### src/tracker_pkg.sv
`default_nettype none

package tracker_pkg;

  // ========================================
  // bus and pixel widths
  // ========================================

  // one RGB565 pixel as it leaves the camera, two bytes packed
  localparam int PIX565_W = 16;
  // expanded colour channel
  localparam int CHAN_W = 8;
  // parallel camera data bus
  localparam int CAM_BYTE_W = 8;

  // ========================================
  // threshold scaling
  // ========================================

  // 4-bit green floor becomes a multiple of 16
  localparam int THRESH_SHIFT_G = 4;
  // 2-bit red and blue ceilings become multiples of 32
  localparam int THRESH_SHIFT_RB = 5;
  // green above this is treated as glare, not screen
  localparam logic [CHAN_W-1:0] GREEN_CEIL = CHAN_W'(240);

  // byte pairing on the camera bus
  typedef enum logic {
    WAIT_HIGH,
    WAIT_LOW
  } capture_state_t;

  // centroid divide and handshake sequencing
  typedef enum logic [1:0] {
    IDLE,
    DIVIDE,
    OFFER,
    RELEASE
  } report_state_t;

endpackage

`default_nettype wire

### src/cam_pixel_capture.sv
`timescale 1ns/1ns
`default_nettype none

module cam_pixel_capture
  import tracker_pkg::*;
#(
  parameter int H_ACTIVE = 1280,
  parameter int V_ACTIVE = 720
) (
  input  wire                         clk_camera,
  input  wire                         recent_reset,
  input  wire  [CAM_BYTE_W-1:0]       cam_data_i,
  input  wire                         cam_pclk_i,
  input  wire                         cam_hsync_i,
  input  wire                         cam_vsync_i,
  output logic                        pix_valid_o,
  output logic [PIX565_W-1:0]         pix_data_o,
  output logic [$clog2(H_ACTIVE)-1:0] pix_x_o,
  output logic [$clog2(V_ACTIVE)-1:0] pix_y_o,
  output logic                        frame_end_o
);

  localparam int X_W = $clog2(H_ACTIVE);
  localparam int Y_W = $clog2(V_ACTIVE);

  // two flop synchronizer stages, s2 is the usable copy
  logic [CAM_BYTE_W-1:0] data_s1;
  logic [CAM_BYTE_W-1:0] data_s2;
  logic                  pclk_s1, pclk_s2, pclk_q;
  logic                  hsync_s1, hsync_s2, hsync_q;
  logic                  vsync_s1, vsync_s2, vsync_q;

  logic                  pclk_rise;
  logic                  hsync_fall;
  logic                  vsync_rise;

  capture_state_t        state;
  logic [CAM_BYTE_W-1:0] high_byte;
  logic [X_W-1:0]        col;
  logic [Y_W-1:0]        row;

  // ========================================
  // synchronizer and edge detect
  // ========================================

  always_ff @(posedge clk_camera) begin
    data_s1 <= cam_data_i;
    data_s2 <= data_s1;
  end

  always_ff @(posedge clk_camera) begin
    if (recent_reset) begin
      {pclk_s1, pclk_s2, pclk_q}    <= '0;
      {hsync_s1, hsync_s2, hsync_q} <= '0;
      {vsync_s1, vsync_s2, vsync_q} <= '0;
    end else begin
      {pclk_q, pclk_s2, pclk_s1}    <= {pclk_s2, pclk_s1, cam_pclk_i};
      {hsync_q, hsync_s2, hsync_s1} <= {hsync_s2, hsync_s1, cam_hsync_i};
      {vsync_q, vsync_s2, vsync_s1} <= {vsync_s2, vsync_s1, cam_vsync_i};
    end
  end

  assign pclk_rise  = pclk_s2 & ~pclk_q;
  assign hsync_fall = ~hsync_s2 & hsync_q;
  assign vsync_rise = vsync_s2 & ~vsync_q;

  // ========================================
  // byte pairing and coordinates
  // ========================================

  always_ff @(posedge clk_camera) begin
    if (recent_reset) begin
      state       <= WAIT_HIGH;
      col         <= '0;
      row         <= '0;
      pix_valid_o <= 1'b0;
      frame_end_o <= 1'b0;
    end else begin
      pix_valid_o <= 1'b0;
      frame_end_o <= vsync_rise;
      if (vsync_rise) begin
        // new frame starts at the top left corner
        state <= WAIT_HIGH;
        col   <= '0;
        row   <= '0;
      end else if (!hsync_s2) begin
        // blanking, realign on the next line
        state <= WAIT_HIGH;
        if (hsync_fall) begin
          col <= '0;
          // hold on the last row if the camera sends extra lines
          if (row != Y_W'(V_ACTIVE - 1))
            row <= row + 1'b1;
        end
      end else if (pclk_rise) begin
        if (state == WAIT_HIGH) begin
          state <= WAIT_LOW;
        end else begin
          state       <= WAIT_HIGH;
          pix_valid_o <= 1'b1;
          if (col != X_W'(H_ACTIVE - 1))
            col <= col + 1'b1;
        end
      end
    end
  end

  // pixel payload, only meaningful with pix_valid_o
  always_ff @(posedge clk_camera) begin
    if (hsync_s2 && pclk_rise) begin
      if (state == WAIT_HIGH) begin
        high_byte <= data_s2;
      end else begin
        pix_data_o <= {high_byte, data_s2};
        pix_x_o    <= col;
        pix_y_o    <= row;
      end
    end
  end

endmodule

`default_nettype wire

### src/centroid_accumulator.sv
`timescale 1ns/1ns
`default_nettype none

module centroid_accumulator
  import tracker_pkg::*;
#(
  parameter int H_ACTIVE = 1280,
  parameter int V_ACTIVE = 720
) (
  input  wire  clk_camera,
  input  wire  recent_reset,
  input  wire  mask_valid_i,
  input  wire  mask_player_i,
  input  wire  [$clog2(H_ACTIVE)-1:0] mask_x_i,
  input  wire  [$clog2(V_ACTIVE)-1:0] mask_y_i,
  input  wire  frame_end_i,
  input  wire  report_busy_i,
  output logic tot_valid_o,
  output logic [$clog2(H_ACTIVE)+$clog2(H_ACTIVE*V_ACTIVE+1)-1:0] tot_x_o,
  output logic [$clog2(V_ACTIVE)+$clog2(H_ACTIVE*V_ACTIVE+1)-1:0] tot_y_o,
  output logic [$clog2(H_ACTIVE*V_ACTIVE+1)-1:0] tot_count_o
);

  localparam int X_W   = $clog2(H_ACTIVE);
  localparam int Y_W   = $clog2(V_ACTIVE);
  // pixel count can reach every pixel of the frame
  localparam int CNT_W = $clog2(H_ACTIVE * V_ACTIVE + 1);
  // a sum of at most 2^CNT_W terms each below 2^X_W
  localparam int SX_W  = X_W + CNT_W;
  localparam int SY_W  = Y_W + CNT_W;

  logic [SX_W-1:0]  sum_x;
  logic [SY_W-1:0]  sum_y;
  logic [CNT_W-1:0] count;

  logic             hand_over;

  // only a frame with player pixels is worth a report,
  // and only if the divider is free to take it
  assign hand_over = frame_end_i && (count != '0) && !report_busy_i;

  // ========================================
  // running sums over one frame
  // ========================================

  always_ff @(posedge clk_camera) begin
    if (recent_reset) begin
      sum_x <= '0;
      sum_y <= '0;
      count <= '0;
    end else if (frame_end_i) begin
      // restart for the next frame, handed over or not
      sum_x <= '0;
      sum_y <= '0;
      count <= '0;
    end else if (mask_valid_i && mask_player_i) begin
      sum_x <= sum_x + SX_W'(mask_x_i);
      sum_y <= sum_y + SY_W'(mask_y_i);
      count <= count + 1'b1;
    end
  end

  // ========================================
  // frame totals
  // ========================================

  always_ff @(posedge clk_camera) begin
    if (recent_reset)
      tot_valid_o <= 1'b0;
    else
      tot_valid_o <= hand_over;
  end

  // totals held until the next hand over
  always_ff @(posedge clk_camera) begin
    if (hand_over) begin
      tot_x_o     <= sum_x;
      tot_y_o     <= sum_y;
      tot_count_o <= count;
    end
  end

endmodule

`default_nettype wire

### src/centroid_report.sv
`timescale 1ns/1ns
`default_nettype none

module centroid_report
  import tracker_pkg::*;
#(
  parameter int H_ACTIVE = 1280,
  parameter int V_ACTIVE = 720
) (
  input  wire  clk_camera,
  input  wire  recent_reset,
  input  wire  tot_valid_i,
  input  wire  [$clog2(H_ACTIVE)+$clog2(H_ACTIVE*V_ACTIVE+1)-1:0] tot_x_i,
  input  wire  [$clog2(V_ACTIVE)+$clog2(H_ACTIVE*V_ACTIVE+1)-1:0] tot_y_i,
  input  wire  [$clog2(H_ACTIVE*V_ACTIVE+1)-1:0] tot_count_i,
  input  wire  com_ack_i,
  output logic report_busy_o,
  output logic com_req_o,
  output logic [$clog2(H_ACTIVE)-1:0] com_x_o,
  output logic [$clog2(V_ACTIVE)-1:0] com_y_o
);

  localparam int X_W       = $clog2(H_ACTIVE);
  localparam int Y_W       = $clog2(V_ACTIVE);
  localparam int CNT_W     = $clog2(H_ACTIVE * V_ACTIVE + 1);
  localparam int SX_W      = X_W + CNT_W;
  localparam int SY_W      = Y_W + CNT_W;
  // one divider sized for the wider of the two sums
  localparam int DIV_W     = (SX_W > SY_W) ? SX_W : SY_W;
  localparam int BIT_CNT_W = $clog2(DIV_W);

  report_state_t        state;
  logic                 div_y;
  logic [BIT_CNT_W-1:0] bit_cnt;

  // divider datapath
  logic [DIV_W-1:0]     quo;
  logic [CNT_W-1:0]     rem;
  logic [CNT_W-1:0]     divisor;
  logic [SY_W-1:0]      y_hold;

  logic [CNT_W:0]       rem_shift;
  logic [CNT_W:0]       rem_diff;
  logic [CNT_W-1:0]     rem_next;
  logic [DIV_W-1:0]     quo_next;
  logic                 last_bit;

  // ========================================
  // restoring divide step
  // ========================================

  // dividend bits shift out of quo as quotient bits shift in
  always_comb begin
    rem_shift = {rem, quo[DIV_W-1]};
    rem_diff  = rem_shift - {1'b0, divisor};
    if (rem_shift >= {1'b0, divisor}) begin
      rem_next = rem_diff[CNT_W-1:0];
      quo_next = {quo[DIV_W-2:0], 1'b1};
    end else begin
      rem_next = rem_shift[CNT_W-1:0];
      quo_next = {quo[DIV_W-2:0], 1'b0};
    end
  end

  assign last_bit      = (bit_cnt == BIT_CNT_W'(DIV_W - 1));
  assign report_busy_o = (state != IDLE);

  // ========================================
  // sequencing and handshake
  // ========================================

  always_ff @(posedge clk_camera) begin
    if (recent_reset) begin
      state     <= IDLE;
      div_y     <= 1'b0;
      bit_cnt   <= '0;
      com_req_o <= 1'b0;
    end else begin
      case (state)
        IDLE: begin
          if (tot_valid_i) begin
            // x pass first
            state   <= DIVIDE;
            div_y   <= 1'b0;
            bit_cnt <= '0;
          end
        end
        DIVIDE: begin
          bit_cnt <= bit_cnt + 1'b1;
          if (last_bit) begin
            bit_cnt <= '0;
            div_y   <= 1'b1;
            if (div_y) begin
              // y quotient lands on this same edge
              state     <= OFFER;
              com_req_o <= 1'b1;
            end
          end
        end
        OFFER: begin
          if (com_ack_i) begin
            state     <= RELEASE;
            com_req_o <= 1'b0;
          end
        end
        RELEASE: begin
          // wait for the consumer to drop ack
          if (!com_ack_i)
            state <= IDLE;
        end
        default: state <= IDLE;
      endcase
    end
  end

  // divider registers and result latches
  always_ff @(posedge clk_camera) begin
    if (state == IDLE && tot_valid_i) begin
      quo     <= DIV_W'(tot_x_i);
      rem     <= '0;
      divisor <= tot_count_i;
      y_hold  <= tot_y_i;
    end else if (state == DIVIDE) begin
      if (last_bit && !div_y) begin
        com_x_o <= quo_next[X_W-1:0];
        // reload for the y pass
        quo <= DIV_W'(y_hold);
        rem <= '0;
      end else if (last_bit) begin
        com_y_o <= quo_next[Y_W-1:0];
      end else begin
        quo <= quo_next;
        rem <= rem_next;
      end
    end
  end

endmodule

`default_nettype wire

### src/green_screen_mask.sv
`timescale 1ns/1ns
`default_nettype none

module green_screen_mask
  import tracker_pkg::*;
#(
  parameter int X_W = 11,
  parameter int Y_W = 10
) (
  input  wire                 clk_camera,
  input  wire                 recent_reset,
  input  wire                 pix_valid_i,
  input  wire  [PIX565_W-1:0] pix_data_i,
  input  wire  [X_W-1:0]      pix_x_i,
  input  wire  [Y_W-1:0]      pix_y_i,
  input  wire  [3:0]          green_lower_i,
  input  wire  [1:0]          red_upper_i,
  input  wire  [1:0]          blue_upper_i,
  output logic                mask_valid_o,
  output logic                mask_player_o,
  output logic [X_W-1:0]      mask_x_o,
  output logic [Y_W-1:0]      mask_y_o
);

  // 5:6:5 fields padded with zeros on the right
  logic [CHAN_W-1:0] red;
  logic [CHAN_W-1:0] green;
  logic [CHAN_W-1:0] blue;

  logic [CHAN_W-1:0] green_lo;
  logic [CHAN_W-1:0] red_hi;
  logic [CHAN_W-1:0] blue_hi;

  logic              is_screen;

  assign red   = {pix_data_i[15:11], 3'b000};
  assign green = {pix_data_i[10:5], 2'b00};
  assign blue  = {pix_data_i[4:0], 3'b000};

  // switch codes scaled up into channel units
  assign green_lo = CHAN_W'(green_lower_i) << THRESH_SHIFT_G;
  assign red_hi   = CHAN_W'(red_upper_i) << THRESH_SHIFT_RB;
  assign blue_hi  = CHAN_W'(blue_upper_i) << THRESH_SHIFT_RB;

  // each channel tested on its own, all bounds inclusive
  assign is_screen = (green >= green_lo) && (green <= GREEN_CEIL) &&
                     (red <= red_hi) && (blue <= blue_hi);

  // ========================================
  // one stage of registers
  // ========================================

  always_ff @(posedge clk_camera) begin
    if (recent_reset)
      mask_valid_o <= 1'b0;
    else
      mask_valid_o <= pix_valid_i;
  end

  // coordinates ride along with the mask bit
  always_ff @(posedge clk_camera) begin
    mask_player_o <= ~is_screen;
    mask_x_o      <= pix_x_i;
    mask_y_o      <= pix_y_i;
  end

endmodule

`default_nettype wire

### src/player_tracker_top.sv
`timescale 1ns/1ns
`default_nettype none

module player_tracker_top
  import tracker_pkg::*;
#(
  parameter int H_ACTIVE = 1280,
  parameter int V_ACTIVE = 720
) (
  input  wire                         clk_camera,
  input  wire                         recent_reset,
  input  wire  [CAM_BYTE_W-1:0]       cam_data_i,
  input  wire                         cam_pclk_i,
  input  wire                         cam_hsync_i,
  input  wire                         cam_vsync_i,
  input  wire  [3:0]                  green_lower_i,
  input  wire  [1:0]                  red_upper_i,
  input  wire  [1:0]                  blue_upper_i,
  input  wire                         com_ack_i,
  output logic                        com_req_o,
  output logic [$clog2(H_ACTIVE)-1:0] com_x_o,
  output logic [$clog2(V_ACTIVE)-1:0] com_y_o
);

  localparam int X_W   = $clog2(H_ACTIVE);
  localparam int Y_W   = $clog2(V_ACTIVE);
  localparam int CNT_W = $clog2(H_ACTIVE * V_ACTIVE + 1);
  localparam int SX_W  = X_W + CNT_W;
  localparam int SY_W  = Y_W + CNT_W;

  // ========================================
  // input side
  // ========================================

  logic                pix_valid;
  logic [PIX565_W-1:0] pix_data;
  logic [X_W-1:0]      pix_x;
  logic [Y_W-1:0]      pix_y;
  logic                frame_end;

  cam_pixel_capture #(
    .H_ACTIVE (H_ACTIVE),
    .V_ACTIVE (V_ACTIVE)
  ) i_cam_pixel_capture (
    .clk_camera   (clk_camera),
    .recent_reset (recent_reset),
    .cam_data_i   (cam_data_i),
    .cam_pclk_i   (cam_pclk_i),
    .cam_hsync_i  (cam_hsync_i),
    .cam_vsync_i  (cam_vsync_i),
    .pix_valid_o  (pix_valid),
    .pix_data_o   (pix_data),
    .pix_x_o      (pix_x),
    .pix_y_o      (pix_y),
    .frame_end_o  (frame_end)
  );

  // player mask, one cycle behind the pixel
  logic           mask_valid;
  logic           mask_player;
  logic [X_W-1:0] mask_x;
  logic [Y_W-1:0] mask_y;

  green_screen_mask #(
    .X_W (X_W),
    .Y_W (Y_W)
  ) i_green_screen_mask (
    .clk_camera    (clk_camera),
    .recent_reset  (recent_reset),
    .pix_valid_i   (pix_valid),
    .pix_data_i    (pix_data),
    .pix_x_i       (pix_x),
    .pix_y_i       (pix_y),
    .green_lower_i (green_lower_i),
    .red_upper_i   (red_upper_i),
    .blue_upper_i  (blue_upper_i),
    .mask_valid_o  (mask_valid),
    .mask_player_o (mask_player),
    .mask_x_o      (mask_x),
    .mask_y_o      (mask_y)
  );

  // ========================================
  // output side
  // ========================================

  logic             tot_valid;
  logic [SX_W-1:0]  tot_x;
  logic [SY_W-1:0]  tot_y;
  logic [CNT_W-1:0] tot_count;
  logic             report_busy;

  centroid_accumulator #(
    .H_ACTIVE (H_ACTIVE),
    .V_ACTIVE (V_ACTIVE)
  ) i_centroid_accumulator (
    .clk_camera    (clk_camera),
    .recent_reset  (recent_reset),
    .mask_valid_i  (mask_valid),
    .mask_player_i (mask_player),
    .mask_x_i      (mask_x),
    .mask_y_i      (mask_y),
    .frame_end_i   (frame_end),
    .report_busy_i (report_busy),
    .tot_valid_o   (tot_valid),
    .tot_x_o       (tot_x),
    .tot_y_o       (tot_y),
    .tot_count_o   (tot_count)
  );

  centroid_report #(
    .H_ACTIVE (H_ACTIVE),
    .V_ACTIVE (V_ACTIVE)
  ) i_centroid_report (
    .clk_camera    (clk_camera),
    .recent_reset  (recent_reset),
    .tot_valid_i   (tot_valid),
    .tot_x_i       (tot_x),
    .tot_y_i       (tot_y),
    .tot_count_i   (tot_count),
    .com_ack_i     (com_ack_i),
    .report_busy_o (report_busy),
    .com_req_o     (com_req_o),
    .com_x_o       (com_x_o),
    .com_y_o       (com_y_o)
  );

endmodule

`default_nettype wire

### config.mk
export PLATFORM = sky130hd
export DESIGN_NAME = player_tracker_top
export DESIGN_NICKNAME = d
export VERILOG_FILES = /design/src/tracker_pkg.sv /design/src/cam_pixel_capture.sv /design/src/centroid_accumulator.sv /design/src/centroid_report.sv /design/src/green_screen_mask.sv /design/src/player_tracker_top.sv
export SDC_FILE = /design/constraint.sdc
export NUM_CORES = 1
export LEC_CHECK = 0
export BUFFER_PORTS_ARGS = -buffer_cell sky130_fd_sc_hd__buf_2
export CORE_MARGIN = 1.5
export CORE_UTILIZATION = 30
export CTS_CLUSTER_SIZE = 30
export DETAILED_ROUTE_END_ITERATION = 16
export GPL_TIMING_DRIVEN = 0
export PLACE_DENSITY = 0.41
export SETUP_SLACK_MARGIN = 0.4
export SKIP_CTS_REPAIR_TIMING = 1
export SYNTH_ARGS = -nofsm -noshare
export SYNTH_HDL_FRONTEND = slang
export SYNTH_SLANG_ARGS = --single-unit
### constraint.sdc
create_clock -name clk_camera -period 3.8 [get_ports clk_camera]
set_clock_uncertainty 0.1 [all_clocks]
set_input_delay 0 -clock clk_camera [delete_from_list [all_inputs] [get_ports clk_camera]]
set_output_delay 0 -clock clk_camera [all_outputs]
set_load 0.01 [all_outputs]
==> results of run 1 <==
through the flow:
stage	hold slack, ns	cells	util [%]
global placement	0.00315	2109	32.4
detailed placement	0.00357	2111	32.5
finish	0.0457	2227	36.1
floorplan	-0.0723	1371	-
global route	0.0620	2227	36.1
CTS	-0.651	2201	35.6
synth_stat cells (31+ instances only):
cell type  count
xor2_1        44
mux2i_1       47
dfxtp_1      183
a21oi_1       76
inv_1         61
clkbuf_1      31
nor2_1       111
edfxtp_1     228
ha_1          59
nand2_1      149
nand3_1       36
xnor2_1       53
o21ai_0       66
power breakdown:
part	total, mW	leakage, nW	switching, mW	internal, mW
combinational	0.342	2.45	0.212	0.130
sequential	4.77	3.57	0.0353	4.73
clock	4.77	0.806	1.89	2.88
sequential cells by signal, summed over array words and instances (netlist names), 2 cells and up:
signal and flops:
i_centroid_accumulator.sum_x 31, i_centroid_accumulator.tot_x_o 31, i_centroid_report.quo 31, i_centroid_accumulator.sum_y 30, i_centroid_accumulator.tot_y_o 30, i_centroid_report.y_hold 30
i_centroid_accumulator.count 20, i_centroid_accumulator.tot_count_o 20, i_centroid_report.divisor 20, i_centroid_report.rem 20, i_cam_pixel_capture.pix_data_o 16, i_cam_pixel_capture.col 11
i_cam_pixel_capture.pix_x_o 11, i_centroid_report.com_x_o 11, i_green_screen_mask.mask_x_o 11, i_cam_pixel_capture.pix_y_o 10, i_cam_pixel_capture.row 10, i_centroid_report.com_y_o 10
i_green_screen_mask.mask_y_o 10, i_cam_pixel_capture.data_s1 8, i_cam_pixel_capture.data_s2 8, i_cam_pixel_capture.high_byte 8, i_centroid_report.bit_cnt 5, i_centroid_report.state 2
layer usage:
metal | share of wire, % | routed length (µm)
met2 | 46 | 16300
met4 | 2.5 | 879
met5 | 0 | 0
met3 | 3.2 | 1140
met1 | 48 | 17000
path summary, 6_finish.rpt:
| check | slack [ns] | start | cells past startpoint | to |
|---|---|---|---|---|
| setup / recovery | 0.56 | i_centroid_report.divisor[10] | 12 | i_centroid_report.rem[16] |
| hold / removal | 0.05 | cam_hsync_i | 3 | i_cam_pixel_capture.hsync_s1 |
| setup reg to reg | 0.56 | i_centroid_report.divisor[10] | 12 | i_centroid_report.rem[16] |
| hold reg to reg | 0.23 | i_cam_pixel_capture.data_s1[3] | 0 | i_cam_pixel_capture.data_s2[3] |
cells by family (layout without fill, tap and decap cells):
kind of cell	count (synthesis)	after routing
simple gates	425	425
flops	411	411
compound gates	228	228
buf+inv	101	261
xor+xnor	97	97
fa+ha+maj	62	62
mux	47	47
layout make-up:
cell class	count	area, µm²	area share (%)
timing repair buffer	70	520	2.67
inverter	63	241	1.24
buffer	38	163	0.835
tap	696	871	4.47
multi-input combinational	859	5520	28.3
clock inverter	26	342	1.75
clock buffer	64	1320	6.79
sequential	411	10500	53.9
worst reg2reg max path: stages, from the launching register on:
cell and delay, ns:
edfxtp_1 0.38, inv_1 0.06, ha_1 0.27, buf_4 0.15, nand4_1 0.14, or3_4 0.42
or3_1 0.38, o2111ai_1 0.10, o211ai_1 0.15, a31o_4 0.32, buf_1 0.28, a32oi_1 0.28
o31ai_1 0.09
==> results, run 1 <==
- Buffers inserted during clock tree synthesis total 48.
- The flow ran to the end, and the final reports show no timing, DRC or antenna violations.
- The met1 usage in global routing is roughly 17%.
- The wire length of the first global-routing pass is 55,600 µm.
- Dividing total power by cell area gives a power density of ~510 mW/mm².
- The global placement routability congestion is ~0.8.
- Of the cells placed in the final design, the portion with a size suffix greater than 1 is 9.54%.
- The endpoint type of the worst setup path is a flip-flop.
- In this run the deepest clock path goes through 3 buffers.
- The pin count of the biggest net entering global routing is 60.
- For the pin with the worst max-slew slack, the measured transition is around 1.3 ns.
- At the worst endpoint, the required time is 4.16 ns.
- After clock tree synthesis, the clock-pin slew on the worst setup and hold paths is approximately 0.06 ns.
- The normalized max-slew margin is 9.85%.
- The worst path in the final design needs a cycle of 3.24 ns, including I/O delays and setup.
- The filler cells instantiated in the layout total around 5,300.
- The number of pins exceeding their max-slew limit in the final report is 0.
- When the netlist entered floorplanning its net count stood at roughly 1,500.
- Once detail routing completed, the nets flagged for antenna violations numbered 0.
- The share of flip-flops with an asynchronous set or reset is 0%.
- Total power for the finished layout comes to 9.88 mW.
- The average via count per standard cell is approximately 4.6.
- The vertical die dimension is between 200 and 250 µm.
- Among all stages on the critical path, the largest delay is contributed by or3_4.
- Among all flip-flop cells after synthesis, the most frequent one is edfxtp_1.
- Across all setup checks in the final design, the least slack found is between 0.5 and 0.6 ns.
- After technology mapping, the gate count stands at approximately 1,400.
- In the finished design, the share of the clock period the worst path needs comes to a little under nine tenths.
- The fraction of the mapped netlist area in adder cells is 4.87%.
- The data arrival at the endpoint of the critical path is 3.60 ns.
- The total overflow reported by the global router is 0.
- The mux share of post-synthesis cell area is under 10%.
- Leaving out fill and tap cells, the most frequent cell in the layout is edfxtp_1.
- The top cell type by area accounts for between 40% and 50% of the synthesized area.
- In the final timing run, aggregate negative setup slack is 0 ns.
- The most used routing layer is met2.
- The sequential area share after synthesis is ~64%.
- The via count of the first global-routing pass is between 9,000 and 10,000.
- The via count is roughly 10,000.
- The number of ports placed on the die boundary is 44.
- The repair_antennas step left the layout with diodes totalling 0.
- The detailed-route wire length is ~35,000 µm.
- The placed instance area is about 0.018 mm².
- The clock reaches the later pin of the worst-skew pair after 0.60 ns.
- During placement, the flow inserted port buffers numbering 42.
- Sorting the synthesized cells by area gives the leading types as edfxtp_1, dfxtp_1, ha_1.
- The yosys synthesis warning count is 0.
- The initial antenna violation count is 1.
- For this block, the initial DRC count from the detailed router was approximately 430.
- In the global route stage, met3 resource usage came out at ~2.6%.
- TritonCTS built the clock tree.
- The pre-CTS setup slack is -0.128 ns.
- The largest single stage delay on the critical path is 0.41 ns.
- The top cell types in the final layout, fill and taps aside, are edfxtp_1, dfxtp_1, nand2_1.
- The total die area is 0.0561 mm².
- The worst voltage drop across the vdd grid is 0.000328 V.
- After floorplanning, the core was divided into 85 placement rows.
- The core region area is 0.0539 mm².
- In this run the static leakage power is 6.83 nW.
- The total number of H-tree levels is 2.
- The reported max-cap violation count is 0.
- The register bit count reported by yosys is approximately 400.
- The maximum fanout along the worst path is 10.
- The cell type group with the largest total delay on the critical path is compound AO/OA/AOI/OAI gates.
- The biggest area contributor in the post-synthesis netlist is edfxtp_1.
- The class of the most critical setup path is flip-flop to flip-flop.
- Detailed placement ended at an HPWL of ~25,000 µm.
- By area, the combinational part of the netlist is dominated by simple AND/OR/NAND/NOR gates.
- Setup violations remaining at the end of the flow were counted as 0.
- The critical path goes through inv_1 > ha_1 > buf_4 > nand4_1 > or3_4 > or3_1 > o2111ai_1 > o211ai_1 > a31o_4 > buf_1 > a32oi_1 > o31ai_1.
- After detailed routing, the number of remaining DRC violations is 0.
- The global-route total usage across every layer is roughly 13%.
- The finished cells cover around 0.019 mm².
- The count of flip-flops with a built-in enable after synthesis is between 200 and 250.
- The tree is rooted in a clkbuf_16.
- The detailed-route wire length per cell is 15.9 µm.
- The summed instance area of the synthesized netlist is around 0.016 mm².
- The met2 track demand over resource in global routing is about a fifth.
- The count of cell types in the netlist is 57.
- The sort of element at the start of the critical path is a flip-flop.
- The tightest min-delay check is of the input port to flip-flop type.
- The first TritonRoute pass finished after 4 iterations.
- Summing the areas of all compound-gate instances in the mapped netlist gives between 8 and 9% of the synthesized area.
- After Yosys synthesis, and, or, nand and nor cells account for about an eighth of the synthesized area.
- The count of buffer and inverter cells on the critical path is 3.
- The initial utilization of the core area, before any placement, comes to 30.4%.
- The final number of hold-violating endpoints is 0.
- The average cell area after synthesis is between 10 and 15 µm².
- Setup repair after global routing could not meet its margin everywhere.
- The share of the synthesized netlist area taken by xor and xnor gates is about 5.2%.
- The area growth from synthesis to layout is 18.9%.
- Based on the critical path, the design can be clocked at up to 0.309 GHz.
- The tree built by TritonCTS fans out to ~400 sinks.
- The net count reported at finish is 1,575.
- The floorplan die width is around 240 µm.
Power figures use the tool's default switching activity.
==> run 2: changes to the inputs <==
--- a/config.mk
+++ b/config.mk
@@ -5,7 +5,7 @@
 export SDC_FILE = /design/constraint.sdc
 export NUM_CORES = 1
 export LEC_CHECK = 0
-export BUFFER_PORTS_ARGS = -buffer_cell sky130_fd_sc_hd__buf_2
+export BUFFER_PORTS_ARGS = -buffer_cell sky130_fd_sc_hd__buf_4
 export CORE_MARGIN = 1.5
 export CORE_UTILIZATION = 30
 export CTS_CLUSTER_SIZE = 30
==> constraint.sdc (replaced) <==
create_clock -name clk_camera -period 4.14 [get_ports clk_camera]
set_clock_uncertainty 0.1 [all_clocks]
set_input_delay 0 -clock clk_camera [delete_from_list [all_inputs] [get_ports clk_camera]]
set_output_delay 0 -clock clk_camera [all_outputs]
set_load 0.01 [all_outputs]
==> run 2 against run 1 <==
Against the previous run:
- sequential power fell by 8.4%
- hold slack improved by 0.013 ns
- setup slack improved by 0.075 ns
- clock-buffer cell count is 10 lower
- fmax shrank 7.6%
==> results, run 2 (synthesized netlist as in run 1, its figures left out) <==
- The proportion of layout cells with a drive suffix above 1 came to 9.35% (was 9.54%).
- The number of buffers added by the clock tree synthesis step is 48 (unchanged).
- The number of fill cells in the layout is 5,273 (was 5,255).
- The post-route worst hold slack is 0.0587 ns (was 0.0457 ns).
- The final core area utilization is 36.2% (was 36.1%).
- The initial antenna violation count is 0 (was 1).
- The detailed-route wire length per cell was 15.9 µm (about the same).
- The cell area power density is 461 mW/mm² (was 507 mW/mm²).
- The met1 usage in global routing is 16.7% (was 16.8%).
- The met2 track demand over resource in global routing was 20.8% (was 20.6%).
- The final setup slack of the worst path was 0.635 ns (was 0.560 ns).
- The number of pins exceeding their max-slew limit in the final report came to 0 (unchanged).
- The area growth from synthesis to layout is 19.0% (was 18.9%).
- The most used routing layer is met2 (unchanged).
- The pre-CTS setup slack is 0.192 ns (was -0.128 ns).
- The data arrival at the endpoint of the critical path is 3.83 ns (was 3.60 ns).
- The final period demand of the worst path is 3.51 ns (was 3.24 ns).
- The sort of element at the start of the critical path is a flip-flop (unchanged).
- The slew of the pin with the lowest slew margin is 1.36 ns (was 1.35 ns).
- The sum of internal, switching and leakage power is 9.00 mW (was 9.88 mW).
- The clock root buffer is clkbuf_16 (unchanged).
- The normalized max-slew margin is 9.18% (was 9.85%).
- The worst voltage drop across the vdd grid is 0.000294 V (was 0.000328 V).
- The worst min-delay path category is input port to flip-flop (unchanged).
- The number of nets still failing antenna checks after routing came to 0 (unchanged).
- The pin count of the biggest net entering global routing was 60 (unchanged).
- Chain of cells forming the critical path: ha_1 > a21o_1 > a21o_1 > a2111oi_0 > nor3_1 > o31ai_4 > a2111oi_0 > xnor2_1 > nor2_1 (was inv_1 > ha_1 > buf_4 > nand4_1 > or3_4 > or3_1 > o2111ai_1 > o211ai_1 > a31o_4 > buf_1 > a32oi_1 > o31ai_1).
- The wire length of the first global-routing pass came to 56,000 µm (was 55,600 µm).
- The reported max-cap violation count is 0 (unchanged).
- The cell type group with the largest total delay on the critical path is compound AO/OA/AOI/OAI gates (unchanged).
- The detailed-route wire length is 35,400 µm (about the same).
- The global placement routability congestion is 0.793 (was 0.800).
- The endpoint type of the worst setup path is a flip-flop (unchanged).
- The floorplan die width is 237 µm (unchanged).
- The largest stage delay on the critical path was 0.71 ns (was 0.41 ns).
- Outcome: finished, final reports clean (unchanged).
- The first-iteration detailed-routing DRC count came to 494 (was 432).
- The most common cell after layout, fill and taps aside is edfxtp_1 (unchanged).
- The net count reported at finish is 1,573 (was 1,575).
- The critical-path cell with the highest stage delay was a2111oi_0 (was or3_4).
- The antenna diode instance count is 0 (unchanged).
- The core region area is 0.0539 mm² (unchanged).
- The share of the cycle needed by the critical path after routing is 84.7% (was 85.3%).
- The maximum fanout along the worst path was 10 (unchanged).
- The required arrival time at the worst endpoint is 4.46 ns (was 4.16 ns).
- The number of buffer cells added on primary ports was 42 (unchanged).
- The total number of H-tree levels is 2 (unchanged).
- The first-pass iteration count of the detailed router is 5 (was 4).
- The floorplan row count is 85 (unchanged).
- The total die area is 0.0561 mm² (unchanged).
- The number of remaining DRC errors is 0 (unchanged).
- The via count of the first global-routing pass is 10,100 (was 9,979).
- The global-route total usage across every layer is 12.7% (about the same).
- The register clock-pin slew on the reported worst setup and hold paths is 0.06 ns (about the same).
- The clock latency of the later-clocked register in the worst-skew pair was 0.59 ns (was 0.60 ns).
- The highest clock frequency the design can meet is 0.285 GHz (was 0.309 GHz).
- The total overflow reported by the global router is 0 (unchanged).
- The leakage power came to 6.83 nW (about the same).
- The count of buffer and inverter cells on the critical path is 0 (was 3).
- Largest registers: i_centroid_accumulator.sum_x: 31 flops, i_centroid_accumulator.tot_x_o: 31 flops, i_centroid_report.quo: 31 flops (unchanged).
- The number of setup violations in the final report was 0 (unchanged).
- The final number of hold-violating endpoints came to 0 (unchanged).
- Unrepaired setup endpoints after global routing: no (was yes).
- The clock tree buffer depth was 3 (unchanged).
- The vertical die dimension came to 237 µm (unchanged).
- The detailed placement HPWL came to 24,500 µm (was 24,600 µm).
- The via count is 10,100 (about the same).
- The TritonCTS clock tree is yes (unchanged).
- The fraction of met3 tracks used by global routing came to 2.87% (was 2.63%).
- The number of ports placed on the die boundary came to 44 (unchanged).
- The average via count per standard cell is 4.56 (about the same).
- Most used cells in the layout excluding fill and tap cells: edfxtp_1, dfxtp_1, nand2_1 (unchanged).
- The class of the most critical setup path is flip-flop to flip-flop (unchanged).
- The clock sink count is 411 (unchanged).
- The starting density of the core came to 30.4% (unchanged).
run 2: cell count changes in the layout (fill, tap and decap cells not counted), sizes merged:
cell and change:
inv -2, bufinv +1, clkbuf -9, clkinv +12, clkinvlp -1, buf -3
run 2: layout make-up:
cell class | count | area [µm²] | area share, %
buffer | 38 | 163 | 0.834
clock buffer | 54 | 1220 | 6.27
clock inverter | 36 | 397 | 2.03
inverter | 63 | 239 | 1.23
multi-input combinational | 859 | 5510 | 28.2
sequential | 411 | 10500 | 53.9
tap | 696 | 871 | 4.46
timing repair buffer | 68 | 598 | 3.07
run 2: where the power goes:
group | internal [mW] | leakage, nW | switching [mW]
sequential | 4.34 | 3.57 | 0.0329
combinational | 0.124 | 2.47 | 0.192
clock | 2.58 | 0.795 | 1.73
run 2: worst paths after layout:
| kind | start | end | slack [ns] | cells past startpoint |
|---|---|---|---|---|
| setup / recovery | i_centroid_accumulator.sum_y[1] | i_centroid_accumulator.sum_y[29] | 0.63 | 9 |
| hold / removal | cam_hsync_i | i_cam_pixel_capture.hsync_s1 | 0.06 | 3 |
| setup reg to reg | i_centroid_accumulator.sum_y[1] | i_centroid_accumulator.sum_y[29] | 0.63 | 9 |
| hold reg to reg | i_cam_pixel_capture.data_s1[1] | i_cam_pixel_capture.data_s2[1] | 0.23 | 0 |
run 2: stage by stage:
stage	area [µm²]	TNS (ns)	cells
after floorplan	16400	0	1371
after global placement	17600	-33.69	2109
after detailed placement	17600	0	2111
after CTS	19300	0	2201
after global routing	19500	0	2225
final	19500	0	2225
run 2: worst reg2reg max path: stages (launching register included):
cell	delay [ns]
dfxtp_1	0.41
ha_1	0.26
a21o_1	0.17
a21o_1	0.20
a2111oi_0	0.71
nor3_1	0.23
o31ai_4	0.61
a2111oi_0	0.37
xnor2_1	0.23
nor2_1	0.06
run 2: layer usage:
layer  wire length [µm]  vias up  part of all wire (%)
li1                   -     5160                     -
met1              17100     4798                    48
met2              16100      126                    46
met3               1300       59                   3.7
met4                891        0                   2.5
met5                  0        -                     0
==> run 3: changes to the inputs <==
==> constraint.sdc (replaced) <==
create_clock -name clk_camera -period 3.6 [get_ports clk_camera]
set_clock_uncertainty 0.1 [all_clocks]
set_input_delay 0 -clock clk_camera [delete_from_list [all_inputs] [get_ports clk_camera]]
set_output_delay 0 -clock clk_camera [all_outputs]
set_load 0.01 [all_outputs]
==> run 3 against run 2 <==
Against the previous run:
- fmax is 15% higher
- final cell count is 0.18% higher
- register-to-register slack worse by 0.09 ns
- setup slack worse by 0.091 ns
- clock power is 15% higher
- combinational power is 16% higher
- flip-flop and latch count stayed put
- largest power group unchanged
- die area stayed put
- non-clock buffer count is 4 higher
- clock-buffer cell count stayed put
- first-iteration DRC count is 3.4% higher
- hold slack better by 0.0013 ns
==> results, run 3 (synthesized netlist as in run 1, its figures left out) <==
- The area growth from synthesis to layout is 19.6% (was 19.0%).
- The first-pass iteration count of the detailed router is 5 (unchanged).
- The via count of the first global-routing pass came to 10,100 (unchanged).
- The worst voltage drop across the vdd grid is 0.000338 V (was 0.000294 V).
- The area of the multi-input gates is 0.00555 mm² (was 0.00551 mm²).
- The first-iteration detailed-routing DRC count is 511 (was 494).
- The sort of element at the start of the critical path is a flip-flop (unchanged).
- The required arrival time at the worst endpoint is 3.95 ns (was 4.46 ns).
- The most common cell after layout, fill and taps aside is edfxtp_1 (unchanged).
- The antenna diode instance count is 0 (unchanged).
- The setup total negative slack is 0 ns (unchanged).
- The reported max-cap violation count is 0 (unchanged).
- Most used cells in the layout excluding fill and tap cells: edfxtp_1, dfxtp_1, nand2_1 (unchanged).
- The detailed-route wire length is 35,400 µm (about the same).
- The core region area is 0.0539 mm² (unchanged).
- The cell area after layout is 0.0196 mm² (was 0.0195 mm²).
- The vertical die dimension is 237 µm (unchanged).
- The number of setup violations in the final report is 0 (unchanged).
- The placed instance area is 0.0176 mm² (unchanged).
- The TritonCTS clock tree was yes (unchanged).
- The slew of the pin with the lowest slew margin is 1.25 ns (was 1.36 ns).
- The global placement routability congestion was 0.793 (unchanged).
- The net count reported at finish was 1,577 (was 1,573).
- The initial antenna violation count came to 0 (unchanged).
- The non-filler instance count after layout is 2,229 (was 2,225).
- The highest clock frequency the design can meet is 0.327 GHz (was 0.285 GHz).
- The data arrival at the endpoint of the critical path is 3.40 ns (was 3.83 ns).
- The post-route worst hold slack is 0.0600 ns (was 0.0587 ns).
- The total number of H-tree levels is 2 (unchanged).
- The clock root buffer is clkbuf_16 (unchanged).
- The pin count of the biggest net entering global routing is 60 (unchanged).
- The detailed-route wire length per cell came to 15.9 µm (about the same).
- The number of ports placed on the die boundary is 44 (unchanged).
- The number of remaining DRC errors came to 0 (unchanged).
- The maximum fanout along the worst path is 10 (unchanged).
- The number of buffers added by the clock tree synthesis step is 48 (unchanged).
- The final number of hold-violating endpoints was 0 (unchanged).
- The starting density of the core is 30.4% (unchanged).
- The total overflow reported by the global router is 0 (unchanged).
- The average via count per standard cell came to 4.57 (was 4.56).
- The clock tree buffer depth is 3 (unchanged).
- The register clock-pin slew on the reported worst setup and hold paths is 0.06 ns (about the same).
- Unrepaired setup endpoints after global routing: yes (was no).
- The endpoint type of the worst setup path is a flip-flop (unchanged).
- The sequential cell area in the final layout was 0.0105 mm² (unchanged).
- The via count is 10,200 (was 10,100).
- The normalized max-slew margin is 16.5% (was 9.18%).
- The clock sink count is 411 (unchanged).
- The pre-CTS setup slack is -0.348 ns (was 0.192 ns).
- The final core area utilization is 36.4% (was 36.2%).
- The proportion of layout cells with a drive suffix above 1 is 10.2% (was 9.35%).
- The number of nets still failing antenna checks after routing came to 0 (unchanged).
- The cell total after placement is 2,111 (unchanged).
- The wire length of the first global-routing pass is 56,000 µm (unchanged).
- The class of the most critical setup path is flip-flop to flip-flop (unchanged).
- The share of the cycle needed by the critical path after routing came to 84.9% (was 84.7%).
- The detailed placement HPWL is 24,500 µm (unchanged).
- The global-route total usage across every layer came to 12.7% (unchanged).
- Largest registers: i_centroid_accumulator.sum_x: 31 flops, i_centroid_accumulator.tot_x_o: 31 flops, i_centroid_report.quo: 31 flops (unchanged).
- The total die area was 0.0561 mm² (unchanged).
- The leakage power was 6.86 nW (was 6.83 nW).
- The final setup slack of the worst path came to 0.544 ns (was 0.635 ns).
- The cell area power density is 528 mW/mm² (was 461 mW/mm²).
- The number of buffer cells added on primary ports is 42 (unchanged).
- Outcome: finished, final reports clean (unchanged).
- The number of pins exceeding their max-slew limit in the final report is 0 (unchanged).
- The number of fill cells in the layout was 5,264 (was 5,273).
- The floorplan die width is 237 µm (unchanged).
- The final period demand of the worst path is 3.06 ns (was 3.51 ns).
- The floorplan row count is 85 (unchanged).
- The sum of internal, switching and leakage power was 10.3 mW (was 9.00 mW).
- The worst min-delay path category is input port to flip-flop (unchanged).
- The clock latency of the later-clocked register in the worst-skew pair came to 0.59 ns (about the same).
[run 3: changes by cell type in the layout (fill, tap and decap cells not counted), moves of 2 or more]
cell,change
a2111oi_0,-2
a2111oi_1,+2
a21oi_1,-2
a21oi_2,+2
buf_12,+2
buf_4,+3
clkbuf_1,-2
clkbuf_2,+2
[run 3: critical path, cell delays in order (launching register included)]
cell       delay [ns]
edfxtp_1         0.36
inv_1            0.05
ha_1             0.27
buf_4            0.14
nand4_1          0.14
or3_4            0.37
or3_1            0.38
o2111ai_1        0.10
o211ai_1         0.15
a31o_4           0.30
clkbuf_2         0.22
a32oi_1          0.24
o31ai_1          0.09
[run 3: area by class of cell]
| cell class | instances | share of cell area, % |
|---|---|---|
| flip-flops and latches | 411 | 53.6 |
| multi-input cells | 859 | 28.3 |
| well taps | 696 | 4.44 |
| clock buffers | 54 | 6.24 |
| clock inverters | 36 | 2.02 |
| plain buffers | 38 | 0.868 |
| repair buffers | 72 | 3.27 |
| inverters | 63 | 1.24 |
[run 3: report_power, final]
part | leakage, nW | total [mW] | switching [mW] | internal [mW]
clock | 0.795 | 4.95 | 1.99 | 2.96
sequential | 3.57 | 5.03 | 0.0378 | 4.99
combinational | 2.49 | 0.367 | 0.223 | 0.144
total | 6.86 | 10.3 | 2.25 | 8.10
[run 3: final timing paths]
kind	from	end	slack, ns	cells past startpoint
max	i_centroid_report.divisor[10]	i_centroid_report.rem[16]	0.54	12
min	cam_hsync_i	i_cam_pixel_capture.hsync_s1	0.06	3
max reg2reg	i_centroid_report.divisor[10]	i_centroid_report.rem[16]	0.54	12
min reg2reg	i_cam_pixel_capture.data_s1[1]	i_cam_pixel_capture.data_s2[1]	0.23	0
[run 3: layer usage]
| metal | track usage, % | wire length [µm] | vias up |
|---|---|---|---|
| met1 | 16.7 | 17000 | 4818 |
| met4 | 4.14 | 874 | 0 |
| met5 | 0 | 0 | - |
| met3 | 2.87 | 1330 | 58 |
| li1 | - | - | 5171 |
| met2 | 20.8 | 16200 | 145 |
